--- src/source/adc_pkg.sv ---
// Shared constants for the multislope ADC controller.
// Phase lengths are shortened for simulation and must be scaled for a real integrator.
`default_nettype none

package adc_pkg;

  ////////////////////
  // data widths

  // every tally and every result register
  localparam int CNT_W = 24;

  ////////////////////
  // phase lengths in clk cycles

  localparam int PHASE_W = 16;
  localparam int INIT_WAIT = 40;
  localparam int FIX_POS_LEN = 25;
  localparam int VAR_LEN = 60;
  localparam int FIX_NEG_LEN = 20;
  // decided phases per conversion, two per loop
  localparam int DECISIONS = 8;
  localparam int DEC_W = $clog2(DECISIONS + 1);

  // integrator switch codes, one-hot or zero
  localparam logic [2:0] MUX_OFF = 3'b000;
  // fixed positive reference, drives the integrator down
  localparam logic [2:0] MUX_POS = 3'b001;
  // negative reference, drives the integrator up
  localparam logic [2:0] MUX_NEG = 3'b010;

  ////////////////////
  // serial frame and register map

  // address byte, top bit set means read only
  localparam int ADDR_W = 8;
  localparam int FRAME_W = 32;
  localparam int BIT_W = $clog2(FRAME_W + 1);

  localparam logic [ADDR_W-2:0] REG_LED = 7'd7;
  localparam logic [ADDR_W-2:0] REG_UP = 7'd9;
  localparam logic [ADDR_W-2:0] REG_DOWN = 7'd10;
  localparam logic [ADDR_W-2:0] REG_RUNDOWN = 7'd11;
  localparam logic [ADDR_W-2:0] REG_TRANS_UP = 7'd12;
  localparam logic [ADDR_W-2:0] REG_TRANS_DOWN = 7'd14;
  localparam logic [ADDR_W-2:0] REG_ID = 7'd15;

  // fixed test pattern for link checks
  localparam logic [CNT_W-1:0] ID_VALUE = {CNT_W{1'b1}};

endpackage

`default_nettype wire

--- src/source/cmpr_sync.sv ---
// Comparator synchronizer. The pin is assumed asynchronous to clk.
`default_nettype none

module cmpr_sync (
  input  logic clk,
  input  logic arst_n,
  input  logic cmpr,
  output logic cmpr_level,
  output logic cmpr_cross
);

  // stage 0 and 1 resolve metastability, stage 2 holds the previous level
  logic [2:0] cmpr_sh;

  always_ff @(posedge clk or negedge arst_n)
  begin
    if (!arst_n)
      cmpr_sh <= '0;
    else
      cmpr_sh <= {cmpr_sh[1:0], cmpr};
  end

  assign cmpr_level = cmpr_sh[1];
  // either direction ends the rundown
  assign cmpr_cross = cmpr_sh[2] ^ cmpr_sh[1];

endmodule

`default_nettype wire

--- src/source/slope_sequencer.sv ---
// Multislope phase sequencer. Expects cmpr_level and cmpr_cross already in the clk domain.
// The rundown has no timeout and waits for a comparator crossing.
`default_nettype none

module slope_sequencer (
  input  logic                     clk,
  input  logic                     arst_n,
  input  logic                     cmpr_level,
  input  logic                     cmpr_cross,
  output logic [2:0]               mux,
  output logic                     conv_start,
  output logic                     decide,
  output logic                     decide_up,
  output logic                     snapshot,
  output logic [adc_pkg::CNT_W-1:0] rundown_len,
  output logic                     irq_n
);
  import adc_pkg::*;

  typedef enum logic [3:0] {
    ST_INIT,
    ST_FIX_POS_START,
    ST_FIX_POS,
    ST_VAR_START,
    ST_VAR,
    ST_FIX_NEG_START,
    ST_FIX_NEG,
    ST_VAR2_START,
    ST_VAR2,
    ST_RUNDOWN_START,
    ST_RUNDOWN,
    ST_DONE
  } state_t;

  state_t             state;
  logic [PHASE_W-1:0] timer;
  logic [DEC_W-1:0]   dec_cnt;
  logic [2:0]         pick_mux;

  // comparator high means integrator is low, so drive it up
  assign pick_mux = cmpr_level ? MUX_NEG : MUX_POS;

  always_ff @(posedge clk or negedge arst_n)
  begin
    if (!arst_n)
    begin
      state       <= ST_INIT;
      timer       <= '0;
      dec_cnt     <= '0;
      mux         <= MUX_OFF;
      conv_start  <= 1'b0;
      decide      <= 1'b0;
      decide_up   <= 1'b0;
      snapshot    <= 1'b0;
      rundown_len <= '0;
      irq_n       <= 1'b1;
    end
    else
    begin
      // timer free runs, each start state clears it
      timer      <= timer + 1'b1;
      conv_start <= 1'b0;
      decide     <= 1'b0;
      snapshot   <= 1'b0;
      irq_n      <= 1'b1;

      case (state)
        ST_INIT:
          if (timer == PHASE_W'(INIT_WAIT - 1))
          begin
            state      <= ST_FIX_POS_START;
            dec_cnt    <= '0;
            conv_start <= 1'b1;
          end

        ////////////////////
        // one loop of four phases

        ST_FIX_POS_START:
        begin
          state <= ST_FIX_POS;
          timer <= '0;
          mux   <= MUX_POS;
        end
        ST_FIX_POS:
          if (timer == PHASE_W'(FIX_POS_LEN - 1))
            state <= ST_VAR_START;

        ST_VAR_START:
        begin
          state     <= ST_VAR;
          timer     <= '0;
          mux       <= pick_mux;
          decide    <= 1'b1;
          decide_up <= cmpr_level;
          dec_cnt   <= dec_cnt + 1'b1;
        end
        ST_VAR:
          if (timer == PHASE_W'(VAR_LEN - 1))
            state <= ST_FIX_NEG_START;

        ST_FIX_NEG_START:
        begin
          state <= ST_FIX_NEG;
          timer <= '0;
          mux   <= MUX_NEG;
        end
        ST_FIX_NEG:
          if (timer == PHASE_W'(FIX_NEG_LEN - 1))
            state <= ST_VAR2_START;

        ST_VAR2_START:
        begin
          state     <= ST_VAR2;
          timer     <= '0;
          mux       <= pick_mux;
          decide    <= 1'b1;
          decide_up <= cmpr_level;
          dec_cnt   <= dec_cnt + 1'b1;
        end
        ST_VAR2:
          if (timer == PHASE_W'(VAR_LEN - 1))
          begin
            // loop again until all decisions are made
            if (dec_cnt == DEC_W'(DECISIONS))
              state <= ST_RUNDOWN_START;
            else
              state <= ST_FIX_POS_START;
          end

        ////////////////////
        // rundown and result hand-off

        // the rundown direction counts as one extra decision
        ST_RUNDOWN_START:
        begin
          state     <= ST_RUNDOWN;
          timer     <= '0;
          mux       <= pick_mux;
          decide    <= 1'b1;
          decide_up <= cmpr_level;
        end
        ST_RUNDOWN:
          if (cmpr_cross)
          begin
            state       <= ST_DONE;
            mux         <= MUX_OFF;
            snapshot    <= 1'b1;
            // cycles spent at the rundown code, including this one
            rundown_len <= CNT_W'(timer) + CNT_W'(1);
          end

        // results are copied this cycle, interrupt follows
        ST_DONE:
        begin
          state <= ST_INIT;
          timer <= '0;
          irq_n <= 1'b0;
        end

        default:
          state <= ST_INIT;
      endcase
    end
  end

endmodule

`default_nettype wire

--- src/source/charge_tally.sv ---
// Decision and transition tallies with a result snapshot.
// Counts wrap silently at CNT_W bits.
`default_nettype none

module charge_tally (
  input  logic                      clk,
  input  logic                      arst_n,
  input  logic                      conv_start,
  input  logic                      decide,
  input  logic                      decide_up,
  input  logic                      snapshot,
  input  logic [2:0]                mux,
  input  logic [adc_pkg::CNT_W-1:0] rundown_len,
  output logic [adc_pkg::CNT_W-1:0] res_up,
  output logic [adc_pkg::CNT_W-1:0] res_down,
  output logic [adc_pkg::CNT_W-1:0] res_rundown,
  output logic [adc_pkg::CNT_W-1:0] res_trans_up,
  output logic [adc_pkg::CNT_W-1:0] res_trans_down
);
  import adc_pkg::*;

  logic [CNT_W-1:0] up_cnt;
  logic [CNT_W-1:0] down_cnt;
  logic [CNT_W-1:0] trans_up_cnt;
  logic [CNT_W-1:0] trans_down_cnt;
  // mux one cycle back, for spotting switch changes
  logic [2:0]       mux_q;

  ////////////////////
  // working counts for the running conversion

  always_ff @(posedge clk or negedge arst_n)
  begin
    if (!arst_n)
    begin
      up_cnt         <= '0;
      down_cnt       <= '0;
      trans_up_cnt   <= '0;
      trans_down_cnt <= '0;
      mux_q          <= MUX_OFF;
    end
    else
    begin
      mux_q <= mux;
      if (conv_start)
      begin
        up_cnt         <= '0;
        down_cnt       <= '0;
        trans_up_cnt   <= '0;
        trans_down_cnt <= '0;
      end
      else
      begin
        if (decide && decide_up)
          up_cnt <= up_cnt + 1'b1;
        if (decide && !decide_up)
          down_cnt <= down_cnt + 1'b1;
        // a change into a drive code balances charge injection per switch
        if (mux != mux_q && mux == MUX_NEG)
          trans_up_cnt <= trans_up_cnt + 1'b1;
        if (mux != mux_q && mux == MUX_POS)
          trans_down_cnt <= trans_down_cnt + 1'b1;
      end
    end
  end

  ////////////////////
  // result registers, held until the next conversion ends

  always_ff @(posedge clk or negedge arst_n)
  begin
    if (!arst_n)
    begin
      res_up         <= '0;
      res_down       <= '0;
      res_rundown    <= '0;
      res_trans_up   <= '0;
      res_trans_down <= '0;
    end
    else if (snapshot)
    begin
      res_up         <= up_cnt;
      res_down       <= down_cnt;
      res_rundown    <= rundown_len;
      res_trans_up   <= trans_up_cnt;
      res_trans_down <= trans_down_cnt;
    end
  end

endmodule

`default_nettype wire

--- src/source/spi_target.sv ---
// Serial target, oversampled in the clk domain. Each sclk level must last at least 4 clk.
// Mode 0 framing, 8 address bits then 24 data bits, MSB first.
`default_nettype none

module spi_target (
  input  logic                       clk,
  input  logic                       arst_n,
  input  logic                       sclk,
  input  logic                       cs_n,
  input  logic                       mosi,
  output logic                       miso,
  output logic                       rd_req,
  output logic [adc_pkg::ADDR_W-2:0] rd_addr,
  input  logic [adc_pkg::CNT_W-1:0]  rd_data,
  output logic                       wr_en,
  output logic [adc_pkg::ADDR_W-2:0] wr_addr,
  output logic [adc_pkg::CNT_W-1:0]  wr_data
);
  import adc_pkg::*;

  logic [2:0]         sclk_sh;
  logic [2:0]         cs_sh;
  logic [1:0]         mosi_sh;
  logic               sclk_rise;
  logic               sclk_fall;
  logic               cs_rise;
  logic               cs_act;
  logic [BIT_W-1:0]   bit_cnt;
  logic [FRAME_W-1:0] in_sh;
  logic [CNT_W-1:0]   out_sh;
  logic               load_q;

  ////////////////////
  // pin synchronizers

  // all three pins see the same delay so their order is kept
  always_ff @(posedge clk or negedge arst_n)
  begin
    if (!arst_n)
    begin
      sclk_sh <= '0;
      cs_sh   <= '1;
      mosi_sh <= '0;
    end
    else
    begin
      sclk_sh <= {sclk_sh[1:0], sclk};
      cs_sh   <= {cs_sh[1:0], cs_n};
      mosi_sh <= {mosi_sh[0], mosi};
    end
  end

  assign sclk_rise = sclk_sh[1] & ~sclk_sh[2];
  assign sclk_fall = ~sclk_sh[1] & sclk_sh[2];
  assign cs_rise   = cs_sh[1] & ~cs_sh[2];
  assign cs_act    = ~cs_sh[1];

  // mosi sampled on rising sclk
  always_ff @(posedge clk)
  begin
    if (cs_act && sclk_rise)
      in_sh <= {in_sh[FRAME_W-2:0], mosi_sh[1]};
  end

  // low address bits right after the address byte, top bit dropped
  assign rd_addr = in_sh[ADDR_W-2:0];
  assign wr_addr = in_sh[FRAME_W-2:CNT_W];
  assign wr_data = in_sh[CNT_W-1:0];

  ////////////////////
  // bit count, read request, write strobe and miso

  always_ff @(posedge clk or negedge arst_n)
  begin
    if (!arst_n)
    begin
      bit_cnt <= '0;
      rd_req  <= 1'b0;
      load_q  <= 1'b0;
      wr_en   <= 1'b0;
      out_sh  <= '0;
      miso    <= 1'b0;
    end
    else
    begin
      rd_req <= cs_act & sclk_rise & (bit_cnt == BIT_W'(ADDR_W - 1));
      // register file answers one cycle after the request
      load_q <= rd_req;
      // write only a complete frame with the read-only bit clear
      wr_en  <= cs_rise & (bit_cnt == BIT_W'(FRAME_W)) & ~in_sh[FRAME_W-1];
      if (!cs_act)
      begin
        bit_cnt <= '0;
        out_sh  <= '0;
        miso    <= 1'b0;
      end
      else
      begin
        // saturate so an overlong frame never looks complete
        if (sclk_rise && bit_cnt != '1)
          bit_cnt <= bit_cnt + 1'b1;
        if (load_q)
          out_sh <= rd_data;
        else if (sclk_fall)
        begin
          miso   <= out_sh[CNT_W-1];
          out_sh <= {out_sh[CNT_W-2:0], 1'b0};
        end
      end
    end
  end

endmodule

`default_nettype wire

--- src/source/reg_file.sv ---
// Register map behind the serial port. Unmapped addresses read as zero.
`default_nettype none

module reg_file (
  input  logic                       clk,
  input  logic                       arst_n,
  input  logic                       rd_req,
  input  logic                       wr_en,
  input  logic [adc_pkg::ADDR_W-2:0] rd_addr,
  input  logic [adc_pkg::ADDR_W-2:0] wr_addr,
  input  logic [adc_pkg::CNT_W-1:0]  wr_data,
  input  logic [adc_pkg::CNT_W-1:0]  res_up,
  input  logic [adc_pkg::CNT_W-1:0]  res_down,
  input  logic [adc_pkg::CNT_W-1:0]  res_rundown,
  input  logic [adc_pkg::CNT_W-1:0]  res_trans_up,
  input  logic [adc_pkg::CNT_W-1:0]  res_trans_down,
  output logic [adc_pkg::CNT_W-1:0]  rd_data,
  output logic [adc_pkg::CNT_W-1:0]  led_reg
);
  import adc_pkg::*;

  // led register is the only writable location
  always_ff @(posedge clk or negedge arst_n)
  begin
    if (!arst_n)
      led_reg <= '0;
    else if (wr_en && wr_addr == REG_LED)
      led_reg <= wr_data;
  end

  // read word captured once per frame
  always_ff @(posedge clk)
  begin
    if (rd_req)
    begin
      case (rd_addr)
        REG_LED:        rd_data <= led_reg;
        REG_UP:         rd_data <= res_up;
        REG_DOWN:       rd_data <= res_down;
        REG_RUNDOWN:    rd_data <= res_rundown;
        REG_TRANS_UP:   rd_data <= res_trans_up;
        REG_TRANS_DOWN: rd_data <= res_trans_down;
        REG_ID:         rd_data <= ID_VALUE;
        default:        rd_data <= '0;
      endcase
    end
  end

endmodule

`default_nettype wire

--- src/source/multislope_top.sv ---
// Multislope ADC controller top level. All pins besides clk are sampled in the clk domain.
`default_nettype none

module multislope_top (
  input  logic       clk,
  input  logic       arst_n,
  input  logic       cmpr,
  output logic       int_p,
  output logic       int_n,
  output logic       int_sig,
  input  logic       sclk,
  input  logic       cs_n,
  input  logic       mosi,
  output logic       miso,
  output logic       irq_n,
  output logic [2:0] led_rgb,
  output logic       led_busy
);
  import adc_pkg::*;

  logic                cmpr_level;
  logic                cmpr_cross;
  logic [2:0]          mux;
  logic                conv_start;
  logic                decide;
  logic                decide_up;
  logic                snapshot;
  logic [CNT_W-1:0]    rundown_len;
  logic [CNT_W-1:0]    res_up;
  logic [CNT_W-1:0]    res_down;
  logic [CNT_W-1:0]    res_rundown;
  logic [CNT_W-1:0]    res_trans_up;
  logic [CNT_W-1:0]    res_trans_down;
  logic                rd_req;
  logic                wr_en;
  logic [ADDR_W-2:0]   rd_addr;
  logic [ADDR_W-2:0]   wr_addr;
  logic [CNT_W-1:0]    rd_data;
  logic [CNT_W-1:0]    wr_data;
  logic [CNT_W-1:0]    led_reg;

  // switch order matches the mux code bits
  assign int_p    = mux[0];
  assign int_n    = mux[1];
  assign int_sig  = mux[2];
  assign led_rgb  = led_reg[2:0];
  assign led_busy = ~irq_n;

  ////////////////////
  // modulator

  cmpr_sync cmpr_sync_i (
    .clk        (clk),
    .arst_n     (arst_n),
    .cmpr       (cmpr),
    .cmpr_level (cmpr_level),
    .cmpr_cross (cmpr_cross)
  );

  slope_sequencer slope_sequencer_i (
    .clk         (clk),
    .arst_n      (arst_n),
    .cmpr_level  (cmpr_level),
    .cmpr_cross  (cmpr_cross),
    .mux         (mux),
    .conv_start  (conv_start),
    .decide      (decide),
    .decide_up   (decide_up),
    .snapshot    (snapshot),
    .rundown_len (rundown_len),
    .irq_n       (irq_n)
  );

  charge_tally charge_tally_i (
    .clk            (clk),
    .arst_n         (arst_n),
    .conv_start     (conv_start),
    .decide         (decide),
    .decide_up      (decide_up),
    .snapshot       (snapshot),
    .mux            (mux),
    .rundown_len    (rundown_len),
    .res_up         (res_up),
    .res_down       (res_down),
    .res_rundown    (res_rundown),
    .res_trans_up   (res_trans_up),
    .res_trans_down (res_trans_down)
  );

  ////////////////////
  // register port

  spi_target spi_target_i (
    .clk     (clk),
    .arst_n  (arst_n),
    .sclk    (sclk),
    .cs_n    (cs_n),
    .mosi    (mosi),
    .miso    (miso),
    .rd_req  (rd_req),
    .rd_addr (rd_addr),
    .rd_data (rd_data),
    .wr_en   (wr_en),
    .wr_addr (wr_addr),
    .wr_data (wr_data)
  );

  reg_file reg_file_i (
    .clk            (clk),
    .arst_n         (arst_n),
    .rd_req         (rd_req),
    .wr_en          (wr_en),
    .rd_addr        (rd_addr),
    .wr_addr        (wr_addr),
    .wr_data        (wr_data),
    .res_up         (res_up),
    .res_down       (res_down),
    .res_rundown    (res_rundown),
    .res_trans_up   (res_trans_up),
    .res_trans_down (res_trans_down),
    .rd_data        (rd_data),
    .led_reg        (led_reg)
  );

endmodule

`default_nettype wire

--- config.mk ---
export PLATFORM = sky130hd
export DESIGN_NAME = multislope_top
export DESIGN_NICKNAME = d
export VERILOG_FILES = /design/src/source/adc_pkg.sv /design/src/source/cmpr_sync.sv /design/src/source/slope_sequencer.sv /design/src/source/charge_tally.sv /design/src/source/spi_target.sv /design/src/source/reg_file.sv /design/src/source/multislope_top.sv
export SDC_FILE = /design/constraint.sdc
export NUM_CORES = 1
export LEC_CHECK = 0
export ABC_CLOCK_PERIOD_IN_PS = 4200
export BUFFER_PORTS_ARGS = -buffer_cell sky130_fd_sc_hd__buf_4
export CORE_UTILIZATION = 60
export CTS_CLUSTER_SIZE = 16
export DETAILED_ROUTE_END_ITERATION = 7
export GPL_TIMING_DRIVEN = 1
export PLACE_DENSITY = 0.81
export SLEW_MARGIN = 10
export SYNTH_ARGS = -nofsm -noshare
export SYNTH_HDL_FRONTEND = slang
export SYNTH_SLANG_ARGS = --single-unit
--- constraint.sdc ---
create_clock -name clk -period 4.2 [get_ports clk]
set_input_delay 0.84 -clock clk [delete_from_list [all_inputs] [get_ports clk]]
set_output_delay 0.84 -clock clk [all_outputs]
set_load 0.03 [all_outputs]
## Yosys cells after proc, flatten, opt, wreduce, memory -nomap -nowiden

Index checks and enable logic that the tools add are counted.

| storage, ports and cells | value |
|---|---|
| bits in registers | 400 |
| input bits | 6 |
| output and inout port bits | 9 |
| logic and storage cells | 155 |

| operators by class | value |
|---|---|
| $add $sub $neg | 8 |
| equal/unequal tests | 37 |
| multiplexer cells | 37 |
| bitwise operators | 14 |
| reductions and logical operators | 26 |

Operator list:

| operator | count |
|---|---|
| two-way mux 24 bit | 11 |
| one-hot mux 24 bit (7 select lines) | 1 |
| adder 24 x 1 -> 24 bit, second input constant | 4 |
| one-hot mux 4 bit (11 select lines) | 1 |
| equality test 7 x 4 -> 1 bit, second input constant | 6 |
| equality test 16 x 5 -> 1 bit, second input constant | 2 |
| equality test 16 x 6 -> 1 bit, second input constant | 2 |
| two-way mux 4 bit | 8 |
| equality test 4 bit, second input constant | 5 |
| adder 16 x 1 -> 17 bit, second input constant | 1 |
| adder 16 x 1 -> 16 bit, second input constant | 1 |
| equality test 4 x 3 -> 1 bit, second input constant | 4 |
| two-way mux 16 bit | 1 |
| equality test 7 x 3 -> 1 bit, second input constant | 2 |
| nonzero test 2 bit | 7 |
| two-way mux 6 bit | 2 |
| inequality test 2 x 1 -> 1 bit, second input constant | 6 |
| one-hot mux 3 bit (4 select lines) | 1 |
| two-way mux 1 bit | 9 |
| equality test 4 x 2 -> 1 bit, second input constant | 2 |
| one-hot mux 4 bit (2 select lines) | 1 |
| AND reduction 2 bit | 4 |
| bitwise AND 1 bit | 7 |
| logical AND 1 bit | 7 |
| other kinds (22) | 27 |

## Logic depth before layout (Yosys ltp)

Gate-level depths: netlist of the first run.

| logic depth | value |
|---|---|
| depth after elaboration | 5 |
| gate-level depth with buffers | 7 |
| mapped depth without buffers | 6 |

## Hierarchy

A second synthesis of the first run with hierarchy kept.

| second synthesis, totals | value |
|---|---|
| cell total of the unflattened synthesis | 1584 |
| area, all modules | 18506.5 um^2 |

Modules (own cells, without submodules):

| module | times used | cells an instance | area an instance (um^2) | sequential area each (um^2) |
|---|---|---|---|---|
| charge_tally | 1 | 801 | 9590.4 | 5480.3 |
| spi_target | 1 | 267 | 3350.7 | 2015.7 |
| reg_file | 1 | 275 | 3190.6 | 1321.3 |
| slope_sequencer | 1 | 236 | 2287.2 | 1202.4 |
| cmpr_sync | 1 | 4 | 83.8 | 75.1 |
| multislope_top | 1 | 1 | 3.8 | 0.0 |

## Worst setup path before layout of the first run

Ideal clock, no wire load.

| path | value |
|---|---|
| kind | reg2reg |
| start | register spi_target_i.cs_sh[1] |
| end | register spi_target_i.rd_req |
| library setup time | 0.075 ns |
| data arrival time | 2.259 ns |
| data required time | 4.125 ns |
| slack | 1.865 ns |
| cell stages (with the launch flop) | 4 |
| path buffers | 1 |
| period minus slack after synthesis | 2.335 ns |
| cell sequence | dfstp_2 > clkbuf_1 > nor2_1 > and4b_1 |

| on the way | value |
|---|---|
| word-level cells in the longest chain between the ends | 3 |

Ends and longest elaborated chain:

| element | RTL line | text |
|---|---|---|
| start: declaration | spi_target.sv:22 | `logic [2:0] cs_sh;` |
| start signal: assignment | spi_target.sv:48 | `cs_sh <= {cs_sh[1:0], cs_n};` |
| NOT 1 bit | spi_target.sv:56 | `assign cs_act = ~cs_sh[1];` |
| bitwise AND 1 bit (2 in a row) | spi_target.sv:86 | `rd_req <= cs_act & sclk_rise & (bit_cnt == BIT_W'(ADDR_W - 1));` |
| end signal: assignment | spi_target.sv:86 |  |
| end: declaration | spi_target.sv:12 | `output logic rd_req,` |

No other way between the ends.
A chain may end at the register's enable or synchronous reset.

## Worst setup path in the final report of the first run

| path | value |
|---|---|
| start | register spi_target_i.in_sh[1] |
| end | register reg_file_i.rd_data[8] in the netlist's numbering, data pin |

| on the way | value |
|---|---|
| word-level cells in the longest chain between the ends | 2 |
| elaborated cells between the ends (all ways) | 8 |
| those cells by class | eq/ne (7); mux (1) |

Ends and longest elaborated chain:

| element | RTL line | text |
|---|---|---|
| start: declaration | spi_target.sv:29 | `logic [FRAME_W-1:0] in_sh;` |
| start signal: assignment | spi_target.sv:62 | `in_sh <= {in_sh[FRAME_W-2:0], mosi_sh[1]};` |
| equality test 7 x 4 -> 1 bit / equality test 7 x 3 -> 1 bit (equally long branches) | reg_file.sv:36 | `case (rd_addr)` |
| one-hot mux 24 bit (7 select lines) * | reg_file.sv:36 |  |
| end signal: assignment | reg_file.sv:37 | `REG_LED: rd_data <= led_reg;` |
| end signal: assignment | reg_file.sv:38 | `REG_UP: rd_data <= res_up;` |
| end signal: assignment | reg_file.sv:39 | `REG_DOWN: rd_data <= res_down;` |
| end: declaration | reg_file.sv:17 | `output logic [adc_pkg::CNT_W-1:0] rd_data,` |

Mark *: on every way between the ends. The rest lies on a longest branch, timed or not.

==> results of run 1 <==
==> where the power goes <==
part | total, uW | internal [uW] | switching, uW
sequential | 3800 | 3790 | 18.8
combinational | 114 | 22.8 | 90.9
clock | 3790 | 2310 | 1480
==> final timing paths <==
| path | start | to | slack (ps) | cells past startpoint |
|---|---|---|---|---|
| max in group asynchronous | arst_n | charge_tally_i.trans_down_cnt[14]$_DFFE_PN0P_ | 2930 | 2 |
| worst min register to register | cmpr_sync_i.cmpr_sh[0]$_DFF_PN0_ | cmpr_sync_i.cmpr_sh[1]$_DFF_PN0_ | 350 | 0 |
| worst max register to register | spi_target_i.in_sh[1]$_DFFE_PP_ | reg_file_i.rd_data[8]$_DFFE_PP_ | 1360 | 6 |
| min in group asynchronous | arst_n | charge_tally_i.trans_up_cnt[20]$_DFFE_PN0P_ | 380 | 1 |
| worst min-delay path | cmpr_sync_i.cmpr_sh[0]$_DFF_PN0_ | cmpr_sync_i.cmpr_sh[1]$_DFF_PN0_ | 350 | 0 |
| worst max-delay path | spi_target_i.in_sh[1]$_DFFE_PP_ | reg_file_i.rd_data[8]$_DFFE_PP_ | 1360 | 6 |
==> metal layers <==
metal	global-route usage, %	share of wire, %
met1	39.1	45
met2	42.0	48
met3	3.22	5.1
met4	7.25	2.3
met5	0	0
==> area by class of cell <==
cell class	count	area, um^2	share of cell area, %
clock inverters	19	277	1.48
multi-input cells	932	6600	35.2
clock buffers	53	1150	6.15
inverters	15	56.3	0.301
well taps	378	473	2.53
repair buffers	29	275	1.47
flip-flops and latches	384	9900	52.9
==> cells in the final DEF (no fill, tap or decap), drive strengths merged, types with 4 or more instances in the layout <==
| cell | instances |
|---|---|
| o21a | 4 |
| nor4 | 18 |
| a22oi | 7 |
| nor3b | 10 |
| a221o | 17 |
| buf | 29 |
| mux2i | 26 |
| o21ai | 54 |
| xor2 | 68 |
| nor2 | 135 |
| o22ai | 7 |
| a31oi | 8 |
| and2 | 7 |
| nand3 | 47 |
| a22o | 12 |
| mux2 | 150 |
| o31ai | 25 |
| nand4 | 37 |
| nor2b | 11 |
| inv | 19 |
| or3 | 8 |
| nand2b | 9 |
| and3 | 15 |
| bufinv | 6 |
| nand2 | 112 |
| a21oi | 43 |
| xnor2 | 41 |
| clkinv | 7 |
| ha | 10 |
| dfstp | 4 |
| clkbuf | 53 |
| nor3 | 23 |
| edfxtp | 56 |
| dfrtp | 324 |
| and4 | 7 |
==> stage by stage <==
step / std cells / setup WS, ps / total power, uW / cell area [um^2] / util [%]
2_1_floorplan: 1410 / 1870 / 3900 / 16900 / -
3_3_place_gp: 1738 / 1570 / 3990 / 17300 / 62.4
3_5_place_dp: 1738 / 1440 / 3990 / 17300 / 62.4
4_1_cts: 1810 / 1410 / 7760 / 18700 / 67.6
5_1_grt: 1810 / 1210 / 7920 / 18700 / 67.6
6_report: 1810 / 1360 / 7710 / 18700 / 67.6
==> cells by family (layout without fill, tap and decap cells) <==
kind of cell | Yosys count | count (layout) | synth area share (%)
buf+inv | 94 | 116 | 2.36
flops | 384 | 384 | 58.7
simple gates | 451 | 451 | 13.9
mux | 176 | 176 | 11.6
other cells | 1 | 1 | 0.0222
xor+xnor | 109 | 109 | 5.66
fa+ha+maj | 10 | 10 | 0.742
compound gates | 185 | 185 | 7.08
==> critical path: cells and delay by family, from the launching register on <==
| family | cells | cell delay (ps) |
|---|---|---|
| flops | 1 | 900 |
| compound gates | 3 | 620 |
| simple gates | 1 | 550 |
| buf+inv | 2 | 500 |
==> impl_metrics.toml, run 1 <==
[global_route]
grt_pass1_vias = 10574
grt_pass1_wl_um = 59400
grt_max_degree = 104
antenna_found_initial = 0
grt.overflow.total = 0
grt_usage_pct = 26.6

[detailed_routing]
drc = 0
num_vias = 10776
drt-total-wl_um = 36600
drtAntennaViolNets = 0
first_pass_iters = 5
drtIter0Drc = 956
avgViaCountPerCell = 5.95
wl_per_cell_um = 20.2

[clock_tree]
clk_pin_slew_ps = 70
ctsRootBufferMaster = "clkbuf_16"
clockBufferDepth = 3
cts_max_level = 2
cts_tree = "done"
cts_setup_buffers = 0
clock_latency_ps = 540
numCtsBuffers = 39
cts_hold_buffers = 0
cts_resized = 0
cts_sinks = 384

[layout]
largest_register_ffs = 32
top_register = "spi_target_i.in_sh"
n_fill_cell = 1977
fin_nets = 1417
syn_to_final_growth_pct = 11.0
n_antenna_cell = 0
drive_above_1_share_pct = 18.8

[synthesis]
postSynth.asyncResetShare_pct = 85.4
synthTopCellsByCount = "dfrtp_1 (324), mux2_2 (141), nor2_1 (135)"
yosys-top-cells-area = "dfrtp_1 (48%), edfxtp_1 (10%), mux2_2 (9.4%)"
synth-seq-area-share_pct = 58.7
yosysTopAreaCell = "dfrtp_1"
synth-main-ff-cell = "dfrtp_1"
synth_cell_types = 61
syn_nets = 1426
netlist_area_um2 = 16900
syn_inst = 1410
synth_edf_count = 56
ys_seq_elements = 384
avgSynthCellArea_um2 = 12.0
yosys_warnings = 0
netlist.area_leader.share_pct = 48.1
yosysMostFrequentCell = "dfrtp_1"

[die]
die_w_um = 170
rows = 61
core_area_um2 = 27700
dieArea_um2 = 28800
die_height_um = 170
ios = 15
start_util_pct = 60.9

[timing]
drv_slew = 0
period_share_pct = 67.6
worst_pin_slew_ps = 1180
min_period_ps = 2840
clock.fmax_mhz = 352
finalClockSkew_ps = 25.6
rsz0062_at_grt = "no"
hold_ws_ps = 347
max-slew-margin-rel_pct = 20.8
hold_viol = 0
tns_ps = 0
finalSetupViolCount = 0

[critical_path]
path_common_cell = "o22ai_1"
cp_cell_sequence = "buf_4 > nor2b_1 > inv_1 > o22ai_1 > o22ai_1 > a221o_1"
crit_path_end_kind = "flop"
crit_fanout = 26
path_class = "flop to flop"
start_kind = "flop"
cp.arrival_ps = 3110
cp_slowest_stage_delay_ps = 900
cpMaxStageDelayCell = "edfxtp_1"
cp.required_ps = 4470

[outcome]
outcome = "complete, no violations"

[power]
p_leak_uw = 0.00834
power_density_nw_per_um2 = 412
ir_drop_v = 0.000495

[placement]
routabilityCongestion = 0.872
place.port_buffers = 13
dp_hpwl_um = 24500

[flow_run]
cap_violations = 0

[hold_path]
hp-class = "flop to flop"
Power figures use the tool's default switching activity.
==> run 2, diff against run 1 <==
ABC_CLOCK_PERIOD_IN_PS = 2400   (was 4200)
CORE_UTILIZATION = 57   (was 60)
clock period = 2.4 ns   (was 4.2 ns; I/O delays follow)
==> run 2 against run 1 <==
- via count increased by 2.2%
- final cell count grew 1.5%
- global-route usage is 1.8 points lower
- power increased by 65%
==> impl_metrics.toml, run 2 (synthesized netlist as in run 1, its figures left out) <==
[timing]
tns_ps = 0
drv_slew = 0
clock.fmax_mhz = 445
hold_viol = 0
hold_ws_ps = 55.1
period_share_pct = 93.7
finalClockSkew_ps = 12.8
rsz0062_at_grt = "no"
max-slew-margin-rel_pct = 51.0
finalSetupViolCount = 0
worst_pin_slew_ps = 734
min_period_ps = 2250

[critical_path]
cp.arrival_ps = 2600
critPathTopFamily = "simple AND/OR/NAND/NOR gates"
critPathBufInv = 1
crit_fanout = 12
crit_path_end_kind = "flop"
r2r_cells = 5
reg2reg_slack_ps = 150
reg2reg_to = "reg_file_i.rd_data[4]$_DFFE_PP_"
start_kind = "flop"
cp_cell_sequence = "buf_4 > nor2b_1 > nor2b_1 > a221oi_1 > o21ai_1"
path_common_cell = "nor2b_1"
reg2reg_from = "spi_target_i.in_sh[1]$_DFFE_PP_"
cp_slowest_stage_delay_ps = 580
cp.required_ps = 2750
path_class = "flop to flop"
cpMaxStageDelayCell = "nor2b_1"

[layout]
largest_register_ffs = 32
n_fill_cell = 2065
fin_nets = 1439
drive_above_1_share_pct = 19.0
area.sequential_um2 = 9900
utilization_pct = 64.8
n_antenna_cell = 0
final_common_cell = "dfrtp_1"
final_cell_mix = "dfrtp_1 (322), mux2_2 (141), nor2_1 (134)"
top_register = "spi_target_i.in_sh"
multiInputGateArea_um2 = 6600
syn_to_final_growth_pct = 11.1

[clock_tree]
cts_max_level = 2
cts_tree = "done"
clock_latency_ps = 530
clockBufferDepth = 3
ctsRootBufferMaster = "clkbuf_16"
cts_sinks = 384
numCtsBuffers = 39
clk_pin_slew_ps = 60

[outcome]
outcome = "complete, no violations"

[detailed_routing]
drt-total-wl_um = 36300
num_vias = 11014
drtIter0Drc = 1140
first_pass_iters = 5
wl_per_cell_um = 19.8
drc = 0
drtAntennaViolNets = 0
avgViaCountPerCell = 6.00

[hold_path]
whs_path_depth = 1
hp-class = "input port to flop"
worstHoldEndpoint = "spi_target_i.sclk_sh[0]$_DFF_PN0_"
worstHoldStart = "sclk"

[power]
ir_drop_v = 0.000523
p_sw_share_pct = 20.8
power_density_nw_per_um2 = 679
pwr-share-seq_pct = 52.2
p_switching_uw = 2650
pwr-share-comb_pct = 1.8
p_leak_uw = 0.00836
pwr-share-clk_pct = 46.0
intPower_uw = 10100
power_uw = 12700

[global_route]
grt_pass1_wl_um = 59400
grt_max_degree = 97
antenna_found_initial = 0
grt_usage_pct = 24.7
grt_pass1_vias = 11055
grt.overflow.total = 0

[die]
core_area_um2 = 28900
die_height_um = 174
dieArea_um2 = 30300
start_util_pct = 58.3
ios = 15
rows = 62
die_w_um = 174

[placement]
place.port_buffers = 13
dp_hpwl_um = 24300
routabilityCongestion = 0.862

[flow_run]
cap_violations = 0
-- run 2: area by class of cell --
cell class,count,area share [%]
clock buffers,61,6.14
clock inverters,10,0.467
inverters,15,0.300
multi-input cells,932,35.2
flip-flops and latches,384,52.8
well taps,384,2.56
repair buffers,51,2.50
-- run 2: how the worst max path moves through the flow --
stage | cells after the start | slack (ps) | to | start
finish | 5 | 150 | reg_file_i.rd_data[4]$_DFFE_PP_ | spi_target_i.in_sh[1]$_DFFE_PP_
CTS | 5 | 20 | reg_file_i.rd_data[4]$_DFFE_PP_ | spi_target_i.in_sh[6]$_DFFE_PP_
detailed placement | 5 | 70 | reg_file_i.rd_data[4]$_DFFE_PP_ | spi_target_i.in_sh[6]$_DFFE_PP_
floorplan | 3 | 70 | spi_target_i.rd_req$_DFF_PN0_ | spi_target_i.cs_sh[1]$_DFF_PN1_
global route | 5 | 110 | reg_file_i.rd_data[4]$_DFFE_PP_ | spi_target_i.in_sh[1]$_DFFE_PP_
global placement | 5 | 180 | reg_file_i.rd_data[4]$_DFFE_PP_ | spi_target_i.in_sh[6]$_DFFE_PP_
-- run 2: power groups by stage --
stage / clock, uW / combinational (uW) / sequential [uW]
6_report: 5860 / 224 / 6650
5_1_grt: 6160 / 255 / 6650
4_1_cts: 5930 / 230 / 6650
3_5_place_dp: 0 / 227 / 6770
3_3_place_gp: 0 / 223 / 6770
2_1_floorplan: 0 / 70.4 / 6760
-- run 2: what timing repair did --
item	CTS	global route
endpoints found under the hold margin	55	0
endpoints found under the setup margin	0	17
hold buffers	1	0
setup buffers	0	0
gates resized for setup	0	1
-- run 2: metal layers --
layer	up-vias	share of wire, %	global-route usage (%)
met4	0	3.3	8.92
met2	306	49	40.4
met1	5604	43	34.0
met3	78	4.6	3.46
li1	5026	-	-
met5	-	0	0
-- run 2: per-stage QoR --
stage | setup WS (ps) | std cells | area (um^2)
after floorplan | 65.1 | 1410 | 16900
after global placement | 180 | 1765 | 17500
after detailed placement | 67.8 | 1765 | 17500
after CTS | 24.4 | 1837 | 18700
after global routing | 106 | 1837 | 18700
final | 151 | 1837 | 18700
==> run 3, diff against run 2 <==
--- a/config.mk
+++ b/config.mk
@@ -7,5 +7,5 @@
 export LEC_CHECK = 0
-export ABC_CLOCK_PERIOD_IN_PS = 2400
+export ABC_CLOCK_PERIOD_IN_PS = 2800
 export BUFFER_PORTS_ARGS = -buffer_cell sky130_fd_sc_hd__buf_4
-export CORE_UTILIZATION = 57
+export CORE_UTILIZATION = 60
 export CTS_CLUSTER_SIZE = 16
==> constraint.sdc (replaced) <==
create_clock -name clk -period 2.8 [get_ports clk]
set_input_delay 0.56 -clock clk [delete_from_list [all_inputs] [get_ports clk]]
set_output_delay 0.56 -clock clk [all_outputs]
set_load 0.01 [all_outputs]
==> run 3 against run 2 <==
- non-clock buffer count is 12 lower
- largest cell class unchanged
- routed wire length is 1.7% higher
- via count is 0.33% lower
- sequential cell count stayed put
- core utilization is 2.5 points higher
- final cell count is 1.1% lower
- design area is 0.48% lower
- sequential power is 14% lower
- register-to-register slack better by 120 ps
- sequential share of layout area is 0.26 points higher
==> impl_metrics.toml, run 3 (synthesized netlist as in run 1, its figures left out) <==
[flow_run]
cap_violations = 0

[clock_tree]
cts_hold_buffers = 1
clock_latency_ps = 540
ctsRootBufferMaster = "clkbuf_16"
cts_tree = "done"
cts_setup_buffers = 0
numCtsBuffers = 38
cts_max_level = 2
cts_resized = 0
clockBufferDepth = 3
clk_pin_slew_ps = 60
cts_sinks = 384

[die]
die_height_um = 170
core_area_um2 = 27700
start_util_pct = 60.9
ios = 15
dieArea_um2 = 28800
die_w_um = 170
rows = 61

[timing]
tns_ps = 0
hold_viol = 0
period_share_pct = 90.4
finalSetupViolCount = 0
worst_pin_slew_ps = 1060
max-slew-margin-rel_pct = 29.3
rsz0062_at_grt = "no"
finalClockSkew_ps = 22.3
clock.fmax_mhz = 395
min_period_ps = 2530
drv_slew = 0

[global_route]
grt_pass1_vias = 10777
grt.overflow.total = 0
grt_usage_pct = 26.8
grt_max_degree = 114
grt_pass1_wl_um = 59700
antenna_found_initial = 0

[layout]
final_common_cell = "dfrtp_1"
utilization_pct = 67.3
fin_cells = 1817
fin_nets = 1426
drive_above_1_share_pct = 18.7
top_register = "spi_target_i.in_sh"
largest_register_ffs = 32
final_cell_mix = "dfrtp_1 (322), mux2_2 (141), nor2_1 (134)"
n_antenna_cell = 0
syn_to_final_growth_pct = 10.6

[power]
p_leak_uw = 0.00831
pwr-share-seq_pct = 51.9
intPower_uw = 8680
pwr-share-clk_pct = 46.4
power_density_nw_per_um2 = 588
p_switching_uw = 2300
p_sw_share_pct = 20.9
ir_drop_v = 0.000495
pwr-share-comb_pct = 1.7

[detailed_routing]
drtAntennaViolNets = 0
wl_per_cell_um = 20.3
drc = 0
first_pass_iters = 5
num_vias = 10978
drtIter0Drc = 1053
drt-total-wl_um = 37000
avgViaCountPerCell = 6.04

[placement]
dp_cells = 1747
dp_hpwl_um = 25000
routabilityCongestion = 0.908
place.port_buffers = 13

[critical_path]
crit_fanout = 19
reg2reg_from = "spi_target_i.in_sh[1]$_DFFE_PP_"
start_kind = "flop"
reg2reg_slack_ps = 270
cp-startpoint = "spi_target_i.in_sh[1]$_DFFE_PP_"
cp.required_ps = 3190
path_class = "flop to flop"
cp.arrival_ps = 2920
crit_path_end_kind = "flop"

[outcome]
outcome = "complete, no violations"

[hold_path]
hp-class = "input port to flop"
worstHoldStart = "cs_n"
## run 3: stage by stage
stage                     cell area (um^2)  setup WS [ps]  power [uW]  hold slack (ps)
after global routing                 18600            119       11300              124
after CTS                            18600            372       11000              115
after floorplan                      16900            465        5850              264
after detailed placement             17400            382        5990              339
after global placement               17400            432        5990              334
final                                18600            270       11000              135
## run 3: power groups by stage
| stage | Combinational, uW | Clock (uW) | Sequential, uW |
|---|---|---|---|
| final | 185 | 5090 | 5700 |
| after global routing | 213 | 5380 | 5700 |
| after CTS | 191 | 5140 | 5700 |
| after detailed placement | 189 | 0 | 5800 |
| after global placement | 186 | 0 | 5800 |
| after floorplan | 59.2 | 0 | 5790 |
## run 3: metal layers
| layer | wire length [um] | vias up | track usage, % |
|---|---|---|---|
| li1 | - | 4999 | - |
| met1 | 15900 | 5581 | 37.6 |
| met2 | 17900 | 338 | 43.6 |
| met3 | 2100 | 60 | 3.71 |
| met4 | 1050 | 0 | 8.26 |
| met5 | 0 | - | 0 |
## run 3: final timing paths
kind / endpoint / cells after the start
max in group asynchronous: charge_tally_i.down_cnt[7]$_DFFE_PN0P_ / 3
min in group asynchronous: charge_tally_i.trans_down_cnt[2]$_DFFE_PN0P_ / 2
min: spi_target_i.cs_sh[0]$_DFF_PN1_ / 1
max: reg_file_i.rd_data[4]$_DFFE_PP_ / 4
max reg2reg: reg_file_i.rd_data[4]$_DFFE_PP_ / 4
min reg2reg: cmpr_sync_i.cmpr_sh[1]$_DFF_PN0_ / 0
## run 3: final cells by class
type                            count  area [um^2]
Sequential cell                   384         9900
Fill cell                        2002         9060
Clock inverter                     17          188
Clock buffer                       52         1060
Inverter                           15         56.3
Tap cell                          378          473
Timing Repair Buffer               39          378
Multi-Input combinational cell    932         6590
## run 3: worst max-delay path, cell delays in order (launching register included)
cell and delay [ps]:
edfxtp_1 790, nand3_2 340, nor3b_2 920, a221oi_1 220, o21ai_1 120
